$ cat src/hw/fetch_pkg.sv
// Fetch-side definitions: address and instruction widths, TLB size and exception causes
`default_nettype none

package fetch_pkg;

    // Virtual address width
    localparam int ADDR_SIZE = 40;

    // One instruction per fetch
    localparam int INST_SIZE = 32;

    // Page number taken from address bits 39 to 12
    localparam int VPN_SIZE = 28;

    // Number of entries in the instruction TLB
    localparam int TLB_SLOTS = 4;

    // Cause reported with every delivered fetch
    typedef enum logic [1:0] {
        CauseNone       = 2'd0,
        CauseMisaligned = 2'd1,
        CauseFetchFault = 2'd2
    } fetch_cause_e;

endpackage

`default_nettype wire

$ cat src/hw/itlb.sv
// Instruction TLB with four loadable page slots and a combinational fault check
`timescale 1ns/1ps
`default_nettype none

module itlb (
    input  wire logic                                     clk_i,
    input  wire logic                                     rstn_i,
    input  wire logic                                     load_valid_i,
    input  wire logic [$clog2(fetch_pkg::TLB_SLOTS)-1:0]  load_slot_i,
    input  wire logic [fetch_pkg::VPN_SIZE-1:0]           load_vpn_i,
    input  wire logic                                     req_valid_i,
    input  wire logic [fetch_pkg::VPN_SIZE-1:0]           req_vpn_i,
    output logic                                          xcpt_o
);

    logic [fetch_pkg::VPN_SIZE-1:0]  slot_vpn_q [fetch_pkg::TLB_SLOTS];
    logic [fetch_pkg::TLB_SLOTS-1:0] slot_valid_q;
    logic [fetch_pkg::TLB_SLOTS-1:0] slot_hit;

    // Slot table, written one entry per load strobe
    always_ff @(posedge clk_i or negedge rstn_i) begin
        if (!rstn_i) begin
            slot_valid_q <= '0;
            for (int i = 0; i < fetch_pkg::TLB_SLOTS; i++) begin
                slot_vpn_q[i] <= '0;
            end
        end else if (load_valid_i) begin
            slot_valid_q[load_slot_i] <= 1'b1;
            slot_vpn_q[load_slot_i]   <= load_vpn_i;
        end
    end

    // Compare the fetch page against every valid slot
    always_comb begin
        for (int i = 0; i < fetch_pkg::TLB_SLOTS; i++) begin
            slot_hit[i] = slot_valid_q[i] && (slot_vpn_q[i] == req_vpn_i);
        end
    end

    // Unmapped page on a live request is a fetch fault
    assign xcpt_o = req_valid_i && !(|slot_hit);

endmodule

`default_nettype wire

$ cat config.mk
export PLATFORM = sky130hd
export DESIGN_NAME = itlb
export DESIGN_NICKNAME = d
export VERILOG_FILES = /design/src/hw/fetch_pkg.sv /design/src/hw/itlb.sv
export SDC_FILE = /design/constraint.sdc
export NUM_CORES = 1
export LEC_CHECK = 0
export ABC_AREA = 1
export BUFFER_PORTS_ARGS = -buffer_cell sky130_fd_sc_hd__clkbuf_2
export CORE_UTILIZATION = 45
export DETAILED_ROUTE_END_ITERATION = 6
export PLACE_DENSITY_LB_ADDON = 0.25
export SYNTH_ARGS = -nofsm -noshare
export SYNTH_HDL_FRONTEND = slang
export SYNTH_SLANG_ARGS = --single-unit
$ cat constraint.sdc
create_clock -name clk_i -period 1.4 [get_ports clk_i]
set_input_delay 0.28 -clock clk_i [delete_from_list [all_inputs] [get_ports clk_i]]
set_output_delay 0.28 -clock clk_i [all_outputs]
set_load 0.05 [all_outputs]
==> out/results.ini <==
[cts]
cts_root_buf = clkbuf_16
clk_latency_ps = 420
cts_tree = built
htreeDepth = 4
numCtsBuffers = 17
clk_pin_slew_ps = 50
cts.sink_count = 116
clock_path_buffers = 2

[timing]
worstMarginPinSlew_ps = 352.4
setup_ws_ps = -658.0
finalCritPeriodShare = 1.470
fmax_mhz = 485.9
rsz0062_at_grt = yes
clock_skew_ps = 0
finalSetupViolCount = 1
fin_crit_ps = 2058
maxSlewViolCount = 0
slew_headroom = 0.7651
hold_viol = 0

[worst_setup_path]
critical_path.endpoint = xcpt_o
worstSetupPathType = reg2out
critPathLaunchType = flip-flop
critPathArrivalTime_ps = 1780
cp_data_required_time_ps = 1120
rr_worst_depth = 3
slowest_delay_ps = 390
rrSetupSlack_ps = 650
rr_startpoint = slot_vpn_q[93]
crit_chain = xnor2_1 -> nand2_1 -> nor2_2 -> nand2_1 -> nor2_1 -> nand2_1 -> nand3_2 -> nor2_4 -> buf_12
cp_common_cell = nand2_1
crit_fanout = 2
cp_slowest_cell = dfrtp_1
end_kind = output port
worstReg2RegEnd = slot_vpn_q[93]
startpoint = slot_vpn_q[74]

[floorplanning]
dieArea_sq_mm = 0.01411
num_rows = 42
fp.dieW_microns = 118.8
die_h_microns = 118.8
core_area_sq_mm = 0.01330
start_util = 0.4617
pin_count = 63

[grt]
grt_pass1_vias = 5137
grt_pass1_wl_microns = 24610
grt_max_degree = 58
antenna_found_initial = 0
overflow = 0
track_usage = 0.2252

[worst_hold_path]
hold_class = in2reg
min-delay-start = load_vpn_i[18]

[detailed_routing]
drt_pass1_iterations = 5
routed_via_density = 4.540
vias = 5185
post-route-drc-count = 0
first_iter_violations = 300
avgRoutedWirePerCell_microns = 12.41
wirelength_microns = 14170
drtAntennaViolNets = 0

[final_layout]
multi_input_area_sq_mm = 0.002589
antenna_cells = 0
regArea_sq_mm = 0.002903
synthToLayoutAreaGrowth_pct = 21.34
fill_cells = 1311
design_area_sq_mm = 0.007448
layout_common_cells = nand2_1, inv_1, o21ai_0
nNetsFinal = 1016
final_common_cell = nand2_1
drive_gt1_frac = 0.1335

[status]
status = complete, but fails checks
violations = setup timing

[pwr]
clockPowerShare = 0.417
p_leak_nw = 4.114
ir_worst_vdd_mv = 0.8524
seqPwrFrac = 0.414
power-per-cell-area_mw_per_mm2 = 1384
comb_power_share = 0.169
p_sw_frac = 0.2798
internal-power_mw = 7.424
power.total_mw = 10.31
p_sw_mw = 2.884

[synthesis]
syn-num-nets = 941
ys_top_cells_by_area = dfrtp_1, nand2_1, o21ai_0, inv_1, nor2_1
avgSynthCellArea_sq_um = 6.983
synth_seq_area_share = 0.4729
synth_top_area_frac = 0.4729
synth_warnings = 0
ys_seq_elements = 116
syn_inst = 879
synth_area_leader_cell = dfrtp_1
synth_cell_types = 20
syn_area_sq_mm = 0.006138

[placed_design]
port_buffers = 62
hpwl_microns = 10050
gp_congestion = 0.8480
dpl_cell_area_sq_mm = 0.006847

[flow_run]
cap_violations = 0

==> state kept, by name, summed over array words and instances, names as in the netlist <==
signal	count
slot_valid_q	4
slot_vpn_q	112
==> metal layers <==
metal | wire (microns) | global-route usage | up-vias
met3 | 583 | 0.05405 | 18
met5 | 0 | 0 | -
met1 | 6987 | 0.3018 | 2269
met2 | 6382 | 0.3571 | 100
li1 | - | - | 2798
met4 | 221 | 0.07516 | 0
==> repair_timing <==
action | CTS | global route
setup buffers | 0 | 0
gates cloned | 0 | 0
hold buffers | 1 | 0
hold endpoints to repair | 116 | 0
setup endpoints to repair | 1 | 1
resized for setup | 3 | 1
==> synth_stat cells, drive strengths merged <==
master and instances:
nand2 349, inv 147, o21ai 125, dfrtp 116, nor2 61, clkbuf 17, xnor2 15, buf 12
nand3 12, xor2 12, nand4 5, o22ai 4, a21oi 2, o211ai 1, or2 1
==> critical path, delay by kind of cell, from the launching register on <==
kind	cells	cell delay [ps]
xor+xnor	1	180
buf+inv	1	140
flops	1	390
simple gates	7	650
==> worst min path at each step <==
stage	to	depth (start not counted)	slack (ps)
2_1_floorplan	slot_valid_q[0]	0	-20
3_3_place_gp	slot_vpn_q[66]	2	290
3_5_place_dp	slot_vpn_q[66]	2	280
4_1_cts	slot_vpn_q[46]	3	140
5_1_grt	slot_vpn_q[32]	3	160
6_report	slot_vpn_q[46]	3	160
==> power groups by stage <==
stage                     combinational (mW)  sequential, mW  clock [mW]
after floorplan                         1.22            4.22           0
after global placement                  1.72            4.30           0
after detailed placement                1.76            4.31           0
after CTS                               1.78            4.26        4.36
after global routing                    2.07            4.34        4.52
final                                   1.74            4.27        4.30
==> metrics by stage <==
stage | hold WS (ps) | std cells | util | setup WS [ps] | TNS (ps)
after global routing | 162.4 | 1142 | 0.5602 | -819.1 | -819.1
final | 155.4 | 1142 | 0.5602 | -658.0 | -658.0
after global placement | 288.6 | 1110 | 0.5150 | -348.9 | -348.9
after CTS | 144.9 | 1142 | 0.5600 | -676.4 | -676.4
after detailed placement | 283.9 | 1110 | 0.5150 | -350.0 | -350.0
after floorplan | -15.59 | 879 | - | -10.82 | -10.82
==> layout make-up <==
type,instances,share of cell area
clock buffer,20,0.05997
clock inverter,11,0.01814
inverter,147,0.07408
multi-input combinational,587,0.3476
sequential,116,0.3897
tap,176,0.02956
timing repair buffer,85,0.08097
==> cells by family (layout without fill, tap and decap cells) <==
group | after synthesis | after routing | share of synthesized area
xor gates and xnor gates | 27 | 27 | 0.03852
buffers and inverters | 176 | 263 | 0.1123
AOI/OAI and AO/OA | 132 | 132 | 0.1088
DFF | 116 | 116 | 0.4729
and+or+nand+nor | 428 | 428 | 0.2674
No activity file was read; power rests on OpenSTA's default activity.
