### src/hw/fetch_pkg.sv
// Fetch-side definitions: address and instruction widths, TLB size and exception causes
`default_nettype none

package fetch_pkg;

    // Virtual address width
    localparam int ADDR_SIZE = 40;

    // One instruction per fetch
    localparam int INST_SIZE = 32;

    // Page number taken from address bits 39 to 12
    localparam int VPN_SIZE = 28;

    // Number of entries in the instruction TLB
    localparam int TLB_SLOTS = 4;

    // Cause reported with every delivered fetch
    typedef enum logic [1:0] {
        CauseNone       = 2'd0,
        CauseMisaligned = 2'd1,
        CauseFetchFault = 2'd2
    } fetch_cause_e;

endpackage

`default_nettype wire

### src/hw/icache_pkg.sv
// Instruction cache definitions: line geometry, index split, response delay and FSM states
`default_nettype none

package icache_pkg;

    // A line holds four instructions
    localparam int LINE_SIZE = 128;

    // Byte offset bits inside a line
    localparam int LINE_OFFSET = 4;

    // Page-offset index sent with each request
    localparam int IDX_SIZE = 12;

    // Line select is index bits 11 to 4
    localparam int SET_BITS = 8;

    // Cycles from request pulse to response pulse
    localparam int RESP_LATENCY = 2;

    // Request state of the cache interface
    typedef enum logic [1:0] {
        NoReq     = 2'd0,
        ReqValid  = 2'd1,
        RespReady = 2'd2
    } icache_state_e;

endpackage

`default_nettype wire

### src/hw/icache_interface.sv
// Fetch-to-cache interface with a one-line buffer, TLB check and exception selection
`timescale 1ns/1ps
`default_nettype none

module icache_interface (
    input  wire logic                              clk_i,
    input  wire logic                              rstn_i,
    input  wire logic                              req_valid_i,
    input  wire logic [fetch_pkg::ADDR_SIZE-1:0]   req_vaddr_i,
    input  wire logic                              redirect_i,
    input  wire logic                              icache_resp_valid_i,
    input  wire logic [icache_pkg::LINE_SIZE-1:0]  icache_resp_line_i,
    input  wire logic                              tlb_xcpt_i,
    output logic                                   icache_req_valid_o,
    output logic [icache_pkg::IDX_SIZE-1:0]        icache_req_idx_o,
    output logic                                   tlb_req_valid_o,
    output logic [fetch_pkg::VPN_SIZE-1:0]         tlb_vpn_o,
    output logic                                   fetch_valid_o,
    output logic [fetch_pkg::ADDR_SIZE-1:0]        fetch_pc_o,
    output logic [fetch_pkg::INST_SIZE-1:0]        fetch_instr_o,
    output fetch_pkg::fetch_cause_e                fetch_cause_o
);

    icache_pkg::icache_state_e state_q;
    icache_pkg::icache_state_e state_d;

    logic [icache_pkg::LINE_SIZE-1:0]                          buf_line_q;
    logic [fetch_pkg::ADDR_SIZE-1:icache_pkg::LINE_OFFSET]     buf_tag_q;
    logic                                                      buf_valid_q;
    logic                                                      drop_q;
    logic                                                      hold_q;
    logic                                                      req_seen;
    logic                                                      idle;
    logic                                                      misaligned;
    logic                                                      buf_hit;
    logic                                                      resp_take;
    logic [icache_pkg::LINE_SIZE-1:0]                          line_sel;
    logic [icache_pkg::LINE_OFFSET-3:0]                        word_sel;

    // Pulse from pc_gen, or one parked while a dropped miss drains
    assign req_seen = (req_valid_i || hold_q) && !redirect_i;

    // NoReq and RespReady both accept a new fetch
    assign idle       = (state_q == icache_pkg::NoReq) || (state_q == icache_pkg::RespReady);
    assign misaligned = |req_vaddr_i[1:0];
    assign buf_hit    = buf_valid_q &&
                        (buf_tag_q == req_vaddr_i[fetch_pkg::ADDR_SIZE-1:icache_pkg::LINE_OFFSET]);

    // Response that belongs to the current fetch
    assign resp_take = (state_q == icache_pkg::ReqValid) && icache_resp_valid_i && !drop_q;

    // Page and index come straight from the fetch address
    assign tlb_vpn_o        = req_vaddr_i[fetch_pkg::ADDR_SIZE-1:icache_pkg::IDX_SIZE];
    assign icache_req_idx_o = req_vaddr_i[icache_pkg::IDX_SIZE-1:0];
    // No TLB lookup for an address already known to be misaligned
    assign tlb_req_valid_o  = idle && req_seen && !misaligned;

    always_comb begin
        state_d            = state_q;
        icache_req_valid_o = 1'b0;
        fetch_valid_o      = 1'b0;
        fetch_cause_o      = fetch_pkg::CauseNone;
        case (state_q)
            icache_pkg::NoReq, icache_pkg::RespReady: begin
                state_d = icache_pkg::NoReq;
                if (req_seen) begin
                    // Misaligned first, then fault, then buffer lookup
                    if (misaligned) begin
                        fetch_valid_o = 1'b1;
                        fetch_cause_o = fetch_pkg::CauseMisaligned;
                    end else if (tlb_xcpt_i) begin
                        fetch_valid_o = 1'b1;
                        fetch_cause_o = fetch_pkg::CauseFetchFault;
                    end else if (buf_hit) begin
                        fetch_valid_o = 1'b1;
                    end else begin
                        icache_req_valid_o = 1'b1;
                        state_d            = icache_pkg::ReqValid;
                    end
                end
            end
            icache_pkg::ReqValid: begin
                if (icache_resp_valid_i) begin
                    // Stale line goes nowhere and the parked request retries
                    fetch_valid_o = !drop_q && !redirect_i;
                    state_d = fetch_valid_o ? icache_pkg::RespReady : icache_pkg::NoReq;
                end
            end
            default: begin
                state_d = icache_pkg::NoReq;
            end
        endcase
    end

    always_ff @(posedge clk_i or negedge rstn_i) begin
        if (!rstn_i) begin
            state_q     <= icache_pkg::NoReq;
            buf_valid_q <= 1'b0;
            drop_q      <= 1'b0;
            hold_q      <= 1'b0;
        end else begin
            state_q <= state_d;
            if (resp_take) begin
                buf_valid_q <= 1'b1;
            end
            // Note a redirect until the outstanding response shows up
            drop_q <= (state_q == icache_pkg::ReqValid) && !icache_resp_valid_i &&
                      (drop_q || redirect_i);
            // Park a request that arrives while still waiting
            hold_q <= (state_q == icache_pkg::ReqValid) && req_seen;
        end
    end

    // Line buffer payload
    always_ff @(posedge clk_i) begin
        if (resp_take) begin
            buf_line_q <= icache_resp_line_i;
            buf_tag_q  <= req_vaddr_i[fetch_pkg::ADDR_SIZE-1:icache_pkg::LINE_OFFSET];
        end
    end

    // Word from the arriving line or from the buffer
    assign line_sel      = resp_take ? icache_resp_line_i : buf_line_q;
    assign word_sel      = req_vaddr_i[icache_pkg::LINE_OFFSET-1:2];
    assign fetch_instr_o = line_sel[word_sel * fetch_pkg::INST_SIZE +: fetch_pkg::INST_SIZE];
    assign fetch_pc_o    = req_vaddr_i;

endmodule

`default_nettype wire

### config.mk
export PLATFORM = sky130hd
export DESIGN_NAME = icache_interface
export DESIGN_NICKNAME = d
export VERILOG_FILES = /design/src/hw/fetch_pkg.sv /design/src/hw/icache_pkg.sv /design/src/hw/icache_interface.sv
export SDC_FILE = /design/constraint.sdc
export NUM_CORES = 1
export LEC_CHECK = 0
export ABC_AREA = 1
export BUFFER_PORTS_ARGS = -buffer_cell sky130_fd_sc_hd__buf_4
export CORE_ASPECT_RATIO = 2
export CORE_MARGIN = 2
export CORE_UTILIZATION = 55
export CTS_BUF_LIST = sky130_fd_sc_hd__clkbuf_4 sky130_fd_sc_hd__clkbuf_8
export DETAILED_ROUTE_END_ITERATION = 10
export GPL_TIMING_DRIVEN = 1
export PLACE_DENSITY = 0.95
export SYNTH_ARGS = -nofsm -noshare
export SYNTH_HDL_FRONTEND = slang
export SYNTH_SLANG_ARGS = --single-unit
### constraint.sdc
create_clock -name clk_i -period 2.74 [get_ports clk_i]
set_input_delay 0.548 -clock clk_i [delete_from_list [all_inputs] [get_ports clk_i]]
set_output_delay 0.548 -clock clk_i [all_outputs]
set_load 0.03 [all_outputs]
==> run summary, run 1 <==
Status: complete, but fails checks
Failing checks: setup timing
Die Y: 172.1 um
Setup crit start: state_q[0]
Synth Instances: 1073
Clk_lat worst skew: 0.46 ns
Number of flops mapped to enable cells by yosys: 36
Initial core utilization: 0.5591
Root buffer cell: clkbuf_8
IO buf count: 290
Drt wl/cell: 15.93 um
Final nets: 1460
DP HPWL: 15860 um
Initial antenna violation count: 0
Num CTS Buffers: 17
CP max stage delay: 0.39 ns
Share of the clock period used by the worst path: 1.009
Clock power frac: 0.279
Synth Register Bits: 169
Switch share: 0.3164
Syn nets: 1247
Most frequent cells after synthesis: nand2_1, dfxtp_1, nor2_1, buf_4, inv_1
Overall routed net length: 23700 um
All-layer global routing usage: 0.2952
Largest net degree at the start of global routing: 81
Synth warnings: 0
Crit start category: flop
Crit Path Max Fanout: 11
Synth Cell Area: 7766 um2
Element type at the critical path end: output port
Endpoints failing hold: 0
Cell area power density: 693.8 nW/um2
Share of cells above drive strength 1: 0.2918
Gr ovfl total: 0
Worst EP arrival: 2.22 ns
CTS H-tree depth: 4
Yosys top cell by area: dfxtp_1
Final setup vio count: 1
Final non-filler cell total: 1488
Critical Setup Path Class: reg -> out
CTS Buffer Depth: 2
TritonCTS clock tree: built
Max Cap Viol: 0
Core Area: 13890 um2
Slowest cell on crit path: dfrtp_1
Int Power: 4930 uW
Cell Chain, Critical Path: inv_2, nor2_4, nand2_8, clkinv_16, buf_4, clkbuf_16, nand2_1, nand2_1, nor2_1, o22ai_1, buf_4
Fmax: 361.5 MHz
CP top delay family: buffers and inverters
Via density: 5.206
Count of different cell masters after synthesis: 27
Post-route minimum period: 2.766 ns
Clock slew seen by the registers of the worst setup and hold paths: 0.09 ns
Clk sink count: 169
Antenna Cells: 0
Ys flop type: dfxtp_1
Final worst slack: -0.02593 ns
Die area: 15140 um2
Startpoint of the worst hold path: redirect_i
Dpl cells: 1438
Most numerous cell in the Yosys netlist: nand2_1
Share of the synthesized area in the top cell type: 0.3300
Skew final: 0.007359 ns
Psw: 2282 uW
Unrepaired setup endpoints after global routing: true
Area delta synth->final: 33.85%
Placed cell areas: 9514 um2
Slew margin rel.: 0.7540
Syn avg cell area: 7.238 um2
Ports: 291
HP Class: in -> reg
# DRC: 0
Rows: 61
Die Width: 88.03 um
Ranking of synthesized cells by area: dfxtp_1, nand2_1, edfxtp_1
Reg-to-reg startpoint: buf_tag_q[28]
Register area share after synthesis: 0.4853
GPL Wtd Cong: 0.8909
Fin. max-slew vios: 0
Final Cell Area: 10400 um2
Register share of total power: 0.454
Comb pwr share: 0.267
Combined buffer and inverter count along the critical path: 5
Initial DRC count: 351
1st-pass router iterations: 5
Vias after detailed routing: 7746
Worst EP required: 2.19 ns
Vias in the first global route: 7427
P_leak: 0.005408 uW
Post-route ant nets: 0
Slew @ Worst Pin: 0.3661 ns
First-pass GRT wire length: 34210 um
Post-synth ARST share: 0.02959
Worst vdd ir: 0.0006434 V
[through the flow]
stage	setup TNS (ns)	setup WS, ns	power [uW]	utilization	hold WS (ns)
2_1_floorplan	0	0.1398	4523	-	0.2524
3_3_place_gp	0	0.1381	5062	0.6849	0.3538
3_5_place_dp	0	0.1215	5146	0.6849	0.3569
4_1_cts	0	0.003678	7157	0.7215	0.2395
5_1_grt	-2.017	-0.1368	7566	0.7483	0.2527
6_report	-0.02593	-0.02593	7212	0.7483	0.2688
[repair_timing]
item | CTS | global route
hold buffers | 1 | 0
setup endpoints to repair | 28 | 31
buffers inserted | 0 | 9
pin swaps | 0 | 7
cloned | 1 | 7
hold endpoints to repair | 5 | 0
resized for setup | 4 | 43
[cells by family (layout without fill, tap and decap cells)]
logic type / Yosys count / count (layout) / share of synthesized area
simple gates: 613 / 613 / 0.2997
buf+inv: 192 / 418 / 0.1435
flops: 169 / 169 / 0.4853
compound gates: 95 / 95 / 0.06702
xor+xnor: 4 / 4 / 0.004512
[registers in the layout, summed over array words and instances, names as in the netlist]
| signal | flops |
|---|---|
| buf_line_q | 128 |
| state_q | 2 |
| hold_q | 1 |
| drop_q | 1 |
| buf_tag_q | 36 |
| buf_valid_q | 1 |
[layout make-up]
| class | count | area [um2] |
|---|---|---|
| clock inverters | 14 | 206.4 |
| flip-flops and latches | 169 | 3769 |
| well taps | 189 | 236.5 |
| inverters | 65 | 270.3 |
| clock buffers | 18 | 247.7 |
| fillers | 997 | 3496 |
| repair buffers | 321 | 2703 |
| multi-input cells | 712 | 2963 |
[path summary, 6_finish.rpt]
kind | endpoint | slack [ns] | depth (start not counted)
setup / recovery | fetch_instr_o[29] | -0.03 | 11
hold / removal | state_q[1] | 0.27 | 2
setup reg to reg | state_q[0] | 1.18 | 9
hold reg to reg | buf_line_q[26] | 0.46 | 2
max in group asynchronous | hold_q | 2.19 | 2
min in group asynchronous | state_q[1] | 0.43 | 2
[cells in the final DEF (no fill, tap or decap), types with 2 or more instances in the layout]
cell type	instances
nor2_2	2
inv_1	62
xnor2_1	3
clkinv_4	2
nand2_1	497
buf_6	4
clkbuf_8	18
inv_6	6
dfrtp_1	5
a31oi_1	8
nand3_1	5
o22ai_1	23
nand2_2	13
a21oi_2	3
edfxtp_1	36
o21ai_1	19
buf_12	8
buf_4	298
nor2_1	88
o21ai_0	32
inv_2	2
nor2_4	2
buf_16	4
clkbuf_16	5
dfxtp_1	128
bufinv_16	4
a21oi_1	6
nor3_1	2
o21bai_1	2
[power groups by stage]
stage	clock (uW)	combinational (uW)	sequential, uW
2_1_floorplan	0	1250	3280
3_3_place_gp	0	1760	3300
3_5_place_dp	0	1820	3320
4_1_cts	2030	1850	3270
5_1_grt	2120	2120	3320
6_report	2010	1930	3280
[per-layer routing]
layer | track usage | routed length [um]
met5 | 0 | 0
met4 | 0.2101 | 1547
met3 | 0.07828 | 1889
met2 | 0.5194 | 12250
met1 | 0.2903 | 8021
No activity file was read; power rests on OpenSTA's default activity.
==> run 2, diff against run 1 <==
==> constraint.sdc (replaced) <==
create_clock -name clk_i -period 2.74 [get_ports clk_i]
set_input_delay 0.548 -clock clk_i [delete_from_list [all_inputs] [get_ports clk_i]]
set_output_delay 0.548 -clock clk_i [all_outputs]
set_load 0.005 [all_outputs]
==> run summary, run 2 (synthesized netlist as in run 1, its figures left out) <==
CTS H-tree depth: 4 (unchanged)
Status: finished, final reports clean
Most frequent cells in the layout: nand2_1, buf_4, dfxtp_1
Crit Path Max Fanout: 15 (+4)
GPL Wtd Cong: 0.8697 (-2.4%)
Vias after detailed routing: 7506 (-3.1%)
Root buffer cell: clkbuf_8
Total power: 6671 uW (-7.5%)
Rows: 61 (unchanged)
Reg with most FFs: buf_line_q
Largest net degree at the start of global routing: 54 (-33%)
CTS Buffer Depth: 2 (unchanged)
Final setup vio count: 0 (-1)
HP Class: in -> reg
Post-route ant nets: 0 (unchanged)
Worst vdd ir: 0.0004652 V (-28%)
Clk sink count: 169 (unchanged)
Area delta synth->final: 30.53%
Overall routed net length: 22450 um (-5.3%)
Max reg flops: 128 (unchanged)
Die Width: 88.03 um (unchanged)
Ports: 291 (unchanged)
Final nets: 1453 (-0.48%)
Antenna Cells: 0 (unchanged)
All-layer global routing usage: 0.2816 (-0.01364)
Register share of total power: 0.490 (+0.036)
Cell area power density: 658.0 nW/um2 (-5.2%)
Critical Setup Path Class: reg -> out
Share of cells above drive strength 1: 0.2786 (-0.01313)
Pre-CTS WS: 0.08580 ns (-0.03574 ns)
IO buf count: 290 (unchanged)
Fmax: 372.4 MHz (+3.0%)
Clock power frac: 0.276 (-0.003)
Slew @ Worst Pin: 0.4498 ns (+0.08371 ns)
Worst EP arrival: 2.14 ns (-0.08 ns)
Share of the clock period used by the worst path: 0.9801 (-0.02934)
Endpoints failing hold: 0 (unchanged)
Final non-filler cell total: 1481 (-0.47%)
Initial antenna violation count: 0 (unchanged)
Placed cell areas: 9499 um2 (-0.16%)
Drt wl/cell: 15.16 um (-4.8%)
Crit start category: flop
Clock slew seen by the registers of the worst setup and hold paths: 0.08 ns (about the same)
First-pass GRT wire length: 32860 um (-3.9%)
Post-route minimum period: 2.686 ns (-0.08039 ns)
Gr ovfl total: 0 (unchanged)
Int Power: 4770 uW (-3.2%)
Fin. max-slew vios: 0 (unchanged)
Final worst slack: 0.05446 ns (+0.08039 ns)
Regs by FF count: buf_line_q (128), buf_tag_q (36), state_q (2)
Slew margin rel.: 0.7001 (-0.05393)
Core Area: 13890 um2 (unchanged)
Die Y: 172.1 um (unchanged)
Initial core utilization: 0.5591 (unchanged)
Num CTS Buffers: 17 (unchanged)
DP HPWL: 15750 um (-0.72%)
Die area: 15140 um2 (unchanged)
Skew final: 0.01263 ns (+0.005275 ns)
Initial DRC count: 489 (+39%)
Psw: 1901 uW (-17%)
Hold Worst Slack: 0.2825 ns (+0.01367 ns)
Switch share: 0.2849 (-0.03146)
Worst EP required: 2.19 ns (about the same)
Final Cell Area: 10140 um2 (-2.5%)
1st-pass router iterations: 5 (unchanged)
Unrepaired setup endpoints after global routing: true
Element type at the critical path end: output port
Via density: 5.068 (-2.6%)
Max Cap Viol: 0 (unchanged)
Most common cell after layout, fill and taps aside: nand2_1
P_leak: 0.005298 uW (-2.0%)
Vias in the first global route: 6999 (-5.8%)
TritonCTS clock tree: built
Clk_lat worst skew: 0.46 ns (about the same)
Comb pwr share: 0.234 (-0.033)
Dpl cells: 1441 (+0.21%)
# DRC: 0 (unchanged)
-- run 2: cell count changes in the layout (fill, tap and decap cells not counted), moves of 2 or more --
cell        change
buf_4           +2
nand2_2         -6
buf_12          -3
o21ai_0         +9
clkbuf_16       -3
clkinv_4        +2
inv_6           -3
a21oi_2         -3
clkinvlp_4      +3
o21ai_1         -8
a21oi_1         +3
nand2_1         +6
buf_6           -3
-- run 2: layer usage --
metal	GRT usage	wire length, um	up-vias	part of all wire
met1	0.2845	7701	3377	0.34
met3	0.07971	1857	76	0.083
met5	0	0	-	0
met4	0.1700	1161	0	0.052
li1	-	-	3644	-
met2	0.4990	11730	409	0.52
-- run 2: critical path, cell delays in order (launching register included) --
cell and delay (ns):
dfrtp_1 0.42, nor2_4 0.19, nand2_8 0.13, clkinv_8 0.12, buf_16 0.15, nand2_1 0.06, nand2_1 0.08, nand2_1 0.05
nand2_1 0.06, a21oi_1 0.04, a31oi_1 0.22, buf_4 0.16
-- run 2: what timing repair did --
action / CTS / global route
endpoints found under the setup margin: 19 / 32
gates resized for setup: 2 / 24
buffers inserted: 0 / 3
pin swaps: 0 / 3
cloned: 1 / 3
hold buffers: 1 / 0
endpoints found under the hold margin: 5 / 0
-- run 2: power by group through the flow --
| stage | Combinational (uW) | Sequential (uW) | Clock, uW |
|---|---|---|---|
| 2_1_floorplan | 931 | 3280 | 0 |
| 3_3_place_gp | 1450 | 3300 | 0 |
| 3_5_place_dp | 1510 | 3320 | 0 |
| 4_1_cts | 1520 | 3270 | 1870 |
| 5_1_grt | 1750 | 3320 | 1980 |
| 6_report | 1560 | 3270 | 1840 |
-- run 2: final cells by class --
cell class / count / area (um2)
Clock buffer: 18 / 241.5
Clock inverter: 14 / 173.9
Sequential cell: 169 / 3769
Fill cell: 1052 / 3754
Timing Repair inverter: 1 / 8.758
Multi-Input combinational cell: 712 / 2930
Inverter: 65 / 256.5
Tap cell: 189 / 236.5
Timing Repair Buffer: 313 / 2521
-- run 2: through the flow --
stage / TNS [ns] / utilization
after floorplan: 0 / -
after global placement: 0 / 0.6838
after detailed placement: 0 / 0.6838
after CTS: -0.1502 / 0.7173
after global routing: -0.5029 / 0.7298
final: 0 / 0.7298
-- run 2: path summary, 6_finish.rpt --
path	endpoint	slack (ns)	from	cells past startpoint
setup / recovery	fetch_instr_o[31]	0.05	state_q[1]	11
hold / removal	state_q[1]	0.28	redirect_i	2
setup reg to reg	buf_tag_q[19]	1.22	state_q[1]	5
hold reg to reg	buf_line_q[59]	0.45	buf_line_q[59]	2
max in group asynchronous	hold_q	2.19	rstn_i	2
min in group asynchronous	buf_valid_q	0.45	rstn_i	2
