$ cat src/hw/fetch_pkg.sv
// Fetch-side definitions: address and instruction widths, TLB size and exception causes
`default_nettype none

package fetch_pkg;

    // Virtual address width
    localparam int ADDR_SIZE = 40;

    // One instruction per fetch
    localparam int INST_SIZE = 32;

    // Page number taken from address bits 39 to 12
    localparam int VPN_SIZE = 28;

    // Number of entries in the instruction TLB
    localparam int TLB_SLOTS = 4;

    // Cause reported with every delivered fetch
    typedef enum logic [1:0] {
        CauseNone       = 2'd0,
        CauseMisaligned = 2'd1,
        CauseFetchFault = 2'd2
    } fetch_cause_e;

endpackage

`default_nettype wire

$ cat src/hw/pc_gen.sv
// PC generator that loads on redirect, steps by one instruction and halts on an exception
`timescale 1ns/1ps
`default_nettype none

module pc_gen (
    input  wire logic                            clk_i,
    input  wire logic                            rstn_i,
    input  wire logic                            redirect_valid_i,
    input  wire logic [fetch_pkg::ADDR_SIZE-1:0] redirect_pc_i,
    input  wire logic                            fetch_valid_i,
    input  var  fetch_pkg::fetch_cause_e         fetch_cause_i,
    output logic                                 fetch_req_valid_o,
    output logic [fetch_pkg::ADDR_SIZE-1:0]      fetch_pc_o
);

    logic [fetch_pkg::ADDR_SIZE-1:0] pc_q;
    logic                            running_q;
    logic                            pending_q;
    logic                            deliver_ok;
    logic                            deliver_xcpt;

    // Split the delivery strobe by its cause
    assign deliver_ok   = fetch_valid_i && (fetch_cause_i == fetch_pkg::CauseNone);
    assign deliver_xcpt = fetch_valid_i && (fetch_cause_i != fetch_pkg::CauseNone);

    // One pulse per address, then wait for the delivery
    assign fetch_req_valid_o = running_q && !pending_q;
    assign fetch_pc_o        = pc_q;

    always_ff @(posedge clk_i or negedge rstn_i) begin
        if (!rstn_i) begin
            pc_q      <= '0;
            running_q <= 1'b0;
            pending_q <= 1'b0;
        end else if (redirect_valid_i) begin
            // Redirect wins over any delivery in the same cycle
            pc_q      <= redirect_pc_i;
            running_q <= 1'b1;
            pending_q <= 1'b0;
        end else begin
            if (deliver_ok) begin
                pc_q <= pc_q + (fetch_pkg::ADDR_SIZE)'(4);
            end
            // Stop fetching until the next redirect
            if (deliver_xcpt) begin
                running_q <= 1'b0;
            end
            // A hit answers in the request cycle, so delivery clears first
            if (fetch_valid_i) begin
                pending_q <= 1'b0;
            end else if (fetch_req_valid_o) begin
                pending_q <= 1'b1;
            end
        end
    end

endmodule

`default_nettype wire

$ cat config.mk
export PLATFORM = sky130hd
export DESIGN_NAME = pc_gen
export DESIGN_NICKNAME = d
export VERILOG_FILES = /design/src/hw/fetch_pkg.sv /design/src/hw/pc_gen.sv
export SDC_FILE = /design/constraint.sdc
export NUM_CORES = 1
export LEC_CHECK = 0
export BUFFER_PORTS_ARGS = -buffer_cell sky130_fd_sc_hd__buf_2
export CORE_ASPECT_RATIO = 0.6
export CORE_MARGIN = 2
export CORE_UTILIZATION = 53
export CTS_CLUSTER_SIZE = 10
export DETAILED_ROUTE_END_ITERATION = 7
export PLACE_DENSITY_LB_ADDON = 0.05
export SLEW_MARGIN = 20
export SYNTH_ARGS = -nofsm -noshare
export SYNTH_HDL_FRONTEND = slang
export SYNTH_SLANG_ARGS = --single-unit
$ cat constraint.sdc
create_clock -name clk_i -period 4.1 [get_ports clk_i]
set_clock_uncertainty 0.2 [all_clocks]
set_input_delay 1.025 -clock clk_i [delete_from_list [all_inputs] [get_ports clk_i]]
set_output_delay 1.025 -clock clk_i [all_outputs]
set_load 0.1 [all_outputs]
==> run summary, run 1 <==
## Route
• total wirelength of the detailed-routed design: 5.502 mm
• Final ANT Viol Nets: 0
• top routing layer used: met4
• number of DRC markers in iteration 0: 94
• Via-to-Cell Ratio: 5.261
• Routed met3 length: 404 um
• routed len/inst: 13.93 um
• vias after detailed routing: 2,078
• total iterations of the first detailed-routing run: 4
• Residual DRC: 0
• metal1 wirelength: 2.856 mm
• met2 wire length: 2.218 mm

## Status
• status: completed

## Synth
• nets in the synthesized netlist: 296
• number of warnings issued by yosys: 0
• cell count after synthesis: 249
• Synth cell types: 28
• flops & latches, synth: 42
• register area share after synthesis: 45.23%
• total standard cell area after synthesis: 2323 um2
• Syn Area/Cell: 9.331 um2

## STA
• upper clock frequency limit: 0.3399 GHz
• total negative slack: 0 ns
• Max transition margin: 39.15%
• number of failing hold endpoints at the final stage: 0
• slew at the pin with the worst max-slew slack: 0.9128 ns
• final critical path time including I/O delays and setup: 2.942 ns
• ratio of final minimum period to clock period: 71.75%
• number of failing setup endpoints in the final timing report: 0
• unrepaired setup endpoints after global routing: false
• number of max-slew violations in the final report: 0

## Placement
• placer's final routability congestion estimate: 0.7973
• number of instances in the placed design: 387
• count of input and output buffers: 86
• half-perimeter wire length after placement: 4.123 mm

## Finish
• most common cell after layout, fill and taps aside: sky130_fd_sc_hd__buf_2
• # nets final: 381
• number of filler instances in the final layout: 348
• diode insertion count for antenna repair: 0
• highest-count cells in the layout ignoring fill and taps: sky130_fd_sc_hd__buf_2 (86), sky130_fd_sc_hd__nand2_1 (46), sky130_fd_sc_hd__dfrtp_1 (42)
• final non-filler cell total: 395
• share of the core filled with cells in the final layout: 69.28%
• combined area of the multi-input logic cells: 1209 um2
• share of cells above drive strength 1: 32.24%
• signed area change from the synthesized netlist to the final layout: 24.23%
• area occupied by registers: 1051 um2

## Clock tree
• CTS Buf Count: 5
• clock transition at the registers of the reported paths: 0.08 ns
• clock tree from TritonCTS: done
• insertion delay of the later-clocked pin in the worst-skew pair: 0.29 ns
• H-tree levels: 2
• number of hold buffers added after CTS: 0
• Root Driver: sky130_fd_sc_hd__clkbuf_8
• Sink Count: 42
• deepest clock path buffer count: 2
• post-CTS resize count: 0
• Post-CTS Setup Inserts: 0

## Floorplan
• starting density of the core: 55.77%
• I/O pin total: 87
• Chip Width: 89.48 um
• Die Y-Extent: 55.29 um
• floorplan row count: 18
• total die area: 4947 um2
• Floorplan Core Area: 4167 um2

## Critical path
• dominant delay contributor by cell family on the critical path: simple AND/OR/NAND/NOR gates
• cells traversed along the worst timing path: buf_2 -> or3b_1 -> nor4_4 -> nand3_1 -> xnor2_1 -> mux2_2
• library cell contributing the largest single delay on the critical path: sky130_fd_sc_hd__nor4_4
• critical path start-end classification: in2reg
• Worst Setup Start Kind: input pin
• Req. time, crit path: 4.08 ns
• number of buffer and inverter instances along the worst setup path: 1
• max incr delay on CP: 0.64 ns
• maximum fanout count along the critical path: 12
• endpoint arrival time on the critical path: 2.92 ns
• sort of element at the end of the critical path: flip-flop

## Min path
• worst min-delay path class: reg2reg

## Global route
• number of global-route vias before repair: 1,989
• total global-route track usage: 23.20%
• largest net degree at the start of global routing: 43
• global-route wire length before repair: 8.949 mm
• initial antenna violation count: 0
• overflow left after global routing: 0

## Flow run
• total of max-cap violations: 0

## Power
• power density cells: 420.0 nW/um2
• Pleak: 1.321 nW
• worst-case vdd ir drop: 0.2802 mV

[synthesized netlist by cell type]
library cell	n	area, um2
sky130_fd_sc_hd__nor4_4	4	85.08
sky130_fd_sc_hd__nand3_1	18	90.09
sky130_fd_sc_hd__buf_6	2	22.52
sky130_fd_sc_hd__nand4_2	1	12.51
sky130_fd_sc_hd__inv_1	3	11.26
sky130_fd_sc_hd__nor3_1	6	30.03
sky130_fd_sc_hd__and3_1	7	43.79
sky130_fd_sc_hd__or2_2	1	6.260
sky130_fd_sc_hd__and2_1	1	6.260
sky130_fd_sc_hd__xnor2_1	11	96.34
sky130_fd_sc_hd__nor2b_1	1	6.260
sky130_fd_sc_hd__nor2_1	7	26.28
sky130_fd_sc_hd__nand2_1	46	172.7
sky130_fd_sc_hd__nor4_1	1	6.260
sky130_fd_sc_hd__nor3b_1	1	7.510
sky130_fd_sc_hd__nand4_1	17	106.4
sky130_fd_sc_hd__buf_1	1	3.750
sky130_fd_sc_hd__clkbuf_1	7	26.28
sky130_fd_sc_hd__o21ai_0	23	115.1
sky130_fd_sc_hd__a21o_1	1	7.510
sky130_fd_sc_hd__o21ai_1	13	65.06
sky130_fd_sc_hd__xor2_1	26	227.7
sky130_fd_sc_hd__nor3_2	1	10.01
sky130_fd_sc_hd__mux2i_1	1	10.01
sky130_fd_sc_hd__mux2_2	5	56.30
sky130_fd_sc_hd__dfrtp_1	42	1051
sky130_fd_sc_hd__ha_1	1	12.51
sky130_fd_sc_hd__or3b_1	1	8.760
[layer usage]
metal	vias to the layer above	track usage (%)
met4	0	4.904
met2	71	32.70
met5	-	0
met1	965	35.37
li1	1040	-
met3	2	6.876
[worst register-to-register path, delay by kind of cell (launching register included)]
| kind | cells | cell delay (ns) |
|---|---|---|
| and+or+nand+nor | 3 | 1.17 |
| muxes | 1 | 0.26 |
| DFF | 1 | 0.44 |
| xor gates and xnor gates | 1 | 0.17 |
[power breakdown]
group	leakage, nW	internal, mW	switching (mW)	total [mW]
registers	0.508	0.451	0.0473	0.499
logic	0.766	0.0799	0.356	0.436
clock network	0.0472	0.135	0.143	0.278
total	1.32	0.667	0.546	1.21
[layout make-up]
type	instances	area share (%)
multi-input combinational	194	41.87
sequential	42	36.41
timing repair buffer	88	15.43
clock buffer	6	2.861
tap	60	2.601
clock inverter	2	0.4335
inverter	3	0.3901
[path summary, 6_finish.rpt]
path,start,end,slack [ns],depth (start not counted)
worst min-delay path,running_q,running_q,0.30,1
min in group asynchronous,rstn_i,fetch_pc_o[23],0.66,1
max in group asynchronous,rstn_i,fetch_pc_o[18],2.47,1
worst max register to register,fetch_pc_o[10],fetch_pc_o[34],1.76,5
worst max-delay path,fetch_cause_i[1],fetch_pc_o[34],1.16,6
worst min register to register,running_q,running_q,0.30,1
[stage by stage]
stage               area [um2]  setup WS, ns  hold WS, ns  power [mW]
global route              2887         1.119       0.3306       1.257
detailed placement        2791        0.8926       0.2914      0.9430
floorplan                 2323         1.175       0.2648      0.8488
CTS                       2887         1.198       0.3079       1.218
finish                    2887         1.158       0.2982       1.212
global placement          2791        0.9299       0.2813      0.9384
[logic make-up after synthesis]
kind of cell	count (synthesis)	synth area share (%)
buffers and inverters	13	2.746
adder cells (fa/ha/maj)	1	0.5384
multiplexers	6	2.854
AO/OA/AOI/OAI	37	8.078
flip-flops	42	45.23
XOR/XNOR	37	13.95
AND/OR/NAND/NOR	113	26.60
[registers in the layout, indices dropped and copies added (netlist names)]
signal	flops
fetch_pc_o	40
pending_q	1
running_q	1
(Power assumes the default switching activity.)
==> run 2: changes to the inputs <==
- ABC_AREA: default -> 1
- clock period: 4.1 -> 2.8 ns (I/O delays scaled with it)
==> run 2 against run 1 <==
  * Total power rose by 99%
  * Worst hold slack got worse by 0.27 ns
  * Combinational power rose by 130%
  * First-iteration DRC count rose to 3.0 times the previous value
  * Routed wire length rose by 64%
  * Worst setup slack got worse by 0.51 ns
  * Register-to-register slack got worse by 1.0 ns
  * Largest power group is now combinational logic
==> run summary, run 2 <==
## Finish
• final non-filler cell total: 644, +63%
• signed area change from the synthesized netlist to the final layout: 20.25%
• share of cells above drive strength 1: 23.05%, -9.2 points
• # nets final: 610, +60%
• share of the core filled with cells in the final layout: 66.87%, -2.4 points
• diode insertion count for antenna repair: 0, unchanged
• most common cell after layout, fill and taps aside: sky130_fd_sc_hd__nand2_1
• number of flip-flops under the largest register name: 40, unchanged
• highest-count cells in the layout ignoring fill and taps: sky130_fd_sc_hd__nand2_1 (164), sky130_fd_sc_hd__nor2_1 (96), sky130_fd_sc_hd__buf_2 (86)

## Synth
• cell with the most instances after synthesis: sky130_fd_sc_hd__nand2_1
• register area share after synthesis: 33.61%, -12 points
• ys flop type: sky130_fd_sc_hd__dfrtp_1
• nets in the synthesized netlist: 527, +78%
• number of warnings issued by yosys: 0, unchanged
• cell taking the most area after synthesis: sky130_fd_sc_hd__dfrtp_1
• EDFF count, synth: 0, unchanged
• largest cells by area after synthesis: sky130_fd_sc_hd__dfrtp_1 (34%), sky130_fd_sc_hd__nand2_1 (20%), sky130_fd_sc_hd__nor2_1 (12%), sky130_fd_sc_hd__nand3_1 (5.6%), sky130_fd_sc_hd__inv_1 (3.7%)
• flops & latches, synth: 42, unchanged
• Synth cell types: 32, +14%
• cell count after synthesis: 480, +93%
• top cell types by occurrence after synthesis: sky130_fd_sc_hd__nand2_1 (164), sky130_fd_sc_hd__nor2_1 (97), sky130_fd_sc_hd__dfrtp_1 (42)
• total standard cell area after synthesis: 3127 um2, +35%
• share of synthesized registers carrying an async set or reset: 100.0%, unchanged
• proportion of netlist area held by the largest area contributor: 33.61%, -12 points
• Syn Area/Cell: 6.514 um2, -30%

## STA
• slew at the pin with the worst max-slew slack: 0.4954 ns, -0.4173 ns
• unrepaired setup endpoints after global routing: false
• number of failing hold endpoints at the final stage: 0, unchanged
• total negative slack: 0 ns, unchanged
• upper clock frequency limit: 0.4646 GHz
• Max transition margin: 67.20%, +28 points
• number of max-slew violations in the final report: 0, unchanged
• number of failing setup endpoints in the final timing report: 0, unchanged
• final critical path time including I/O delays and setup: 2.152 ns
• ratio of final minimum period to clock period: 76.87%

## Power
• Switching Fraction: 48.05%, +3.0 points
• Pint: 1.253 mW, +88%
• sw power: 1.159 mW, +110%
• sequential power share: 33.1%, -8.0 points
• worst-case vdd ir drop: 0.4540 mV, +62%
• part of the total power dissipated in combinational logic: 42.0%, +6.1 points
• fraction of power consumed by the clock network: 24.9%, +2.0 points
• Pleak: 1.888 nW, +43%
• Final Power: 2.413 mW, +99%
• power density cells: 641.8 nW/um2, +53%

## Clock tree
• clock tree from TritonCTS: done
• Post-CTS Setup Inserts: 0, unchanged
• H-tree levels: 2, unchanged
• clock transition at the registers of the reported paths: 0.08 ns, about the same
• deepest clock path buffer count: 2, unchanged
• post-CTS resize count: 0, unchanged
• number of hold buffers added after CTS: 0, unchanged
• Root Driver: sky130_fd_sc_hd__clkbuf_8
• insertion delay of the later-clocked pin in the worst-skew pair: 0.30 ns, about the same
• Sink Count: 42, unchanged
• CTS Buf Count: 5, unchanged

## Global route
• initial antenna violation count: 0, unchanged
• total global-route track usage: 29.33%, +6.1 points
• number of global-route vias before repair: 2,941, +48%
• global-route wire length before repair: 14.93 mm, +67%
• overflow left after global routing: 0, unchanged
• largest net degree at the start of global routing: 71, +65%

## Critical path
• sort of element at the end of the critical path: output pin
• worst reg2reg endpoint: fetch_pc_o[24]
• count of cells along the worst register-to-register path: 10, +5
• Req. time, crit path: 1.90 ns, -2.18 ns
• maximum fanout count along the critical path: 6, -6
• number of buffer and inverter instances along the worst setup path: 1, unchanged
• dominant delay contributor by cell family on the critical path: flip-flops
• endpoint arrival time on the critical path: 1.25 ns, -1.67 ns
• Worst Setup Start Kind: flip-flop
• startpoint of the worst-slack reg-to-reg timing path: fetch_pc_o[2]
• critical path start-end classification: reg2out
• setup slack on the worst flop-to-flop path: 0.73 ns, -1.03 ns
• max incr delay on CP: 0.48 ns, -0.16 ns
• library cell contributing the largest single delay on the critical path: sky130_fd_sc_hd__dfrtp_1
• cells traversed along the worst timing path: buf_2

## Route
• routed len/inst: 14.04 um, +0.80%
• Residual DRC: 0, unchanged
• vias after detailed routing: 3,400, +64%
• number of DRC markers in iteration 0: 286, +200%
• Final ANT Viol Nets: 0, unchanged
• total iterations of the first detailed-routing run: 5, +1
• Via-to-Cell Ratio: 5.280, +0.36%
• total wirelength of the detailed-routed design: 9.042 mm, +64%

## Status
• status: completed

## Floorplan
• I/O pin total: 87, unchanged
• floorplan row count: 21, +3
• Die Y-Extent: 63.50 um, +15%
• Chip Width: 103.2 um, +15%
• total die area: 6550 um2, +32%
• starting density of the core: 55.61%, -0.16 points
• Floorplan Core Area: 5623 um2, +35%

## Flow run
• total of max-cap violations: 0, unchanged

## Placement
• number of instances in the placed design: 636, +64%
• count of input and output buffers: 86, unchanged
• half-perimeter wire length after placement: 6.957 mm, +69%
• placer's final routability congestion estimate: 0.9989, +25%

## Min path
• worst min-delay path class: in2async

[run 2: cell type report]
class,count,area (um2)
clock buffer,6,82.58
clock inverter,2,60.06
fill,548,1863
inverter,33,123.9
multi-input combinational,389,1854
sequential,42,1051
tap,80,100.1
timing repair buffer,92,488.0
[run 2: how the worst max path moves through the flow]
stage | startpoint | end | slack [ns] | depth (start not counted)
global route | fetch_pc_o[2] | fetch_pc_o[38] | 0.57 | 10
global placement | fetch_cause_i[1] | fetch_pc_o[11] | 0.59 | 8
floorplan | running_q | fetch_req_valid_o | 0.27 | 2
detailed placement | fetch_cause_i[1] | fetch_pc_o[11] | 0.45 | 8
CTS | fetch_pc_o[35] | fetch_pc_o[35] | 0.65 | 1
finish | fetch_pc_o[35] | fetch_pc_o[35] | 0.65 | 1
[run 2: cells by family (layout without fill, tap and decap cells)]
logic type                 after synthesis  count (layout)  share of synthesized area (%)
adders and majority gates                1               1                         0.4001
DFF                                     42              42                          33.61
buffers and inverters                   49             133                          7.163
AOI/OAI and AO/OA                       40              40                          7.803
xor gates and xnor gates                 8               8                          2.241
and+or+nand+nor                        340             340                          48.78
[run 2: through the flow]
step                hold WS (ns)  worst slack [ns]  instance area (um2)
floorplan                 0.2044            0.2738                 3127
global placement          0.2480            0.5867                 3617
detailed placement        0.2652            0.4534                 3617
CTS                      0.02125            0.6542                 3760
global route             0.01720            0.5712                 3760
finish                   0.02529            0.6478                 3760
[run 2: power groups by stage]
| stage | logic (mW) | clock network, mW | registers (mW) |
|---|---|---|---|
| 4_1_cts | 1.01 | 0.609 | 0.793 |
| 2_1_floorplan | 0.297 | 0 | 1.30 |
| 6_report | 1.01 | 0.602 | 0.799 |
| 3_5_place_dp | 1.01 | 0 | 0.804 |
| 5_1_grt | 1.08 | 0.637 | 0.810 |
| 3_3_place_gp | 1.00 | 0 | 0.803 |
[run 2: worst reg2reg max path: cells and delay by family, from the launching register on]
family	cells	cell delay, ns
DFF	1	0.47
and+or+nand+nor	9	1.01
adders and majority gates	1	0.27
[run 2: routing by layer]
layer	GRT usage, %	routed length (um)	vias to the layer above
met4	4.934	62	0
li1	-	-	1693
met3	5.549	861	13
met2	38.07	3343	182
met5	0	0	-
met1	49.38	4774	1512
==> run 3: changes to the inputs <==
- CORE_UTILIZATION: 53 -> 48
- clock period: 2.8 -> 1.8 ns (I/O delays scaled with it)
==> run 3 against run 2 <==
  * The flow now finishes with violations (setup timing)
  * Worst setup slack worse by 0.65 ns
  * Die area grew 9.9%
  * Non-clock buffer count grew 33
  * Cell count grew 5.9%
  * Total power up 73%
  * Register-to-register slack got worse by 0.73 ns
  * Routed wire length is 21% higher
  * Sequential power is 66% higher
  * First-iteration DRC count up 12%
  * Core utilization grew 11 points
  * Via count increased by 8.6%
  * Largest cell class unchanged
==> run summary, run 3 (synthesized netlist as in run 2, its figures left out) <==
## Status
• status: complete, but fails checks
• violated checks: setup timing

## Critical path
• endpoint arrival time on the critical path: 1.81 ns, +0.56 ns
• sort of element at the end of the critical path: flip-flop
• critical path start-end classification: reg2reg
• Worst Setup Start Kind: flip-flop
• Req. time, crit path: 1.80 ns, -0.10 ns
• maximum fanout count along the critical path: 5, -1

## Route
• total wirelength of the detailed-routed design: 10.91 mm, +21%
• Final ANT Viol Nets: 0, unchanged
• vias after detailed routing: 3,694, +8.6%
• total iterations of the first detailed-routing run: 5, unchanged
• Residual DRC: 0, unchanged
• number of DRC markers in iteration 0: 320, +12%
• Via-to-Cell Ratio: 5.416, +2.6%
• routed len/inst: 16.00 um, +14%

## Placement
• placer's final routability congestion estimate: 0.9203, -7.9%
• number of instances in the placed design: 658, +3.5%
• pre-CTS setup slack: -0.05915 ns, -0.5125 ns
• half-perimeter wire length after placement: 7.780 mm, +12%
• Area after DPL: 4484 um2, +24%
• count of input and output buffers: 86, unchanged

## Clock tree
• clock tree from TritonCTS: done
• deepest clock path buffer count: 2, unchanged
• clock transition at the registers of the reported paths: 0.09 ns, about the same
• Root Driver: sky130_fd_sc_hd__clkbuf_8
• CTS Buf Count: 5, unchanged
• insertion delay of the later-clocked pin in the worst-skew pair: 0.31 ns, about the same
• H-tree levels: 2, unchanged
• Sink Count: 42, unchanged

## Power
• worst-case vdd ir drop: 0.4923 mV, +8.4%
• Pleak: 2.240 nW, +19%
• Final Power: 4.165 mW, +73%
• sw power: 1.994 mW, +72%
• fraction of power consumed by the clock network: 16.5%, -8.4 points
• sequential power share: 32.0%, -1.1 points
• Pint: 2.171 mW, +73%
• part of the total power dissipated in combinational logic: 51.5%, +9.5 points
• power density cells: 860.6 nW/um2, +34%
• Switching Fraction: 47.88%, -0.17 points

## Finish
• signed area change from the synthesized netlist to the final layout: 54.78%
• diode insertion count for antenna repair: 0, unchanged
• share of cells above drive strength 1: 37.96%, +15 points
• highest-count cells in the layout ignoring fill and taps: sky130_fd_sc_hd__nand2_1 (159), sky130_fd_sc_hd__nor2_1 (81), sky130_fd_sc_hd__buf_2 (47)
• number of flip-flops under the largest register name: 40, unchanged
• Final Cell Area: 4840 um2, +29%
• # nets final: 644, +5.6%
• share of the core filled with cells in the final layout: 78.14%, +11 points
• final non-filler cell total: 682, +5.9%
• most common cell after layout, fill and taps aside: sky130_fd_sc_hd__nand2_1

## Min path
• worst min-delay path class: in2reg

## STA
• Max transition margin: 67.59%, +0.39 points
• WHS: 0.1340 ns, +0.1087 ns
• unrepaired setup endpoints after global routing: true
• Final WS setup: -0.002703 ns, -0.6505 ns
• total negative slack: -0.002703 ns, -0.002703 ns
• number of max-slew violations in the final report: 0, unchanged
• number of failing hold endpoints at the final stage: 0, unchanged
• final critical path time including I/O delays and setup: 1.803 ns
• slew at the pin with the worst max-slew slack: 0.4896 ns, -0.005877 ns
• ratio of final minimum period to clock period: 100.2%
• upper clock frequency limit: 0.5547 GHz
• number of failing setup endpoints in the final timing report: 1, +1

## Floorplan
• Chip Width: 108.2 um, +4.9%
• Floorplan Core Area: 6193 um2, +10%
• Die Y-Extent: 66.52 um, +4.8%
• I/O pin total: 87, unchanged
• floorplan row count: 22, +4.8%
• starting density of the core: 50.48%, -5.1 points
• total die area: 7197 um2, +9.9%

## Flow run
• total of max-cap violations: 0, unchanged

## Global route
• largest net degree at the start of global routing: 47, -34%
• initial antenna violation count: 0, unchanged
• total global-route track usage: 29.68%, +0.36 points
• overflow left after global routing: 0, unchanged
• global-route wire length before repair: 16.33 mm, +9.4%
• number of global-route vias before repair: 3,212, +9.2%

-- run 3: final timing paths --
kind                       cells past startpoint             start              to  slack, ns
min in group asynchronous                      3            rstn_i       pending_q       0.44
setup reg to reg                               9    fetch_pc_o[16]  fetch_pc_o[23]     -0.003
max in group asynchronous                      3            rstn_i  fetch_pc_o[22]       0.71
setup / recovery                               9    fetch_pc_o[16]  fetch_pc_o[23]     -0.003
hold reg to reg                                2     fetch_pc_o[1]   fetch_pc_o[1]       0.28
hold / removal                                 3  redirect_pc_i[1]   fetch_pc_o[1]       0.13
-- run 3: area by class of cell --
cell class	count	area, um2
multi-input combinational	390	2009
fill	484	1354
timing repair buffer	125	1351
sequential	42	1155
inverter	33	123.9
tap	84	105.1
clock buffer	6	82.58
clock inverter	2	12.51
-- run 3: per-layer routing --
metal	wire length, um	vias up	track usage (%)
met2	4802	188	43.00
met3	1078	16	4.892
li1	-	1761	-
met1	4912	1729	46.04
met5	0	-	0
met4	114	0	6.090
-- run 3: power groups by stage --
stage / Clock [mW] / Sequential, mW / Combinational (mW)
after detailed placement: 0 / 1.35 / 2.02
after global placement: 0 / 1.34 / 1.99
after floorplan: 0 / 2.10 / 0.467
final: 0.685 / 1.33 / 2.15
after CTS: 0.679 / 1.33 / 2.03
after global routing: 0.733 / 1.34 / 2.25
-- run 3: worst max-delay path, stage by stage, from the launching register on --
cell and delay (ns):
sky130_fd_sc_hd__dfrtp_4 0.48, sky130_fd_sc_hd__nand2_1 0.15, sky130_fd_sc_hd__nor2_4 0.16, sky130_fd_sc_hd__nand2_1 0.13, sky130_fd_sc_hd__nor2_1 0.23, sky130_fd_sc_hd__nand2_1 0.11, sky130_fd_sc_hd__nand2_1 0.07, sky130_fd_sc_hd__nand3_1 0.07
sky130_fd_sc_hd__nand2_1 0.06, sky130_fd_sc_hd__nand2_1 0.04
-- run 3: what timing repair did --
action / in CTS / in global routing
hold buffers: 1 / 0
hold endpoints to repair: 42 / 0
pin swaps: 0 / 8
setup buffers: 0 / 14
resized for setup: 2 / 34
setup endpoints to repair: 4 / 27
gates cloned: 0 / 1
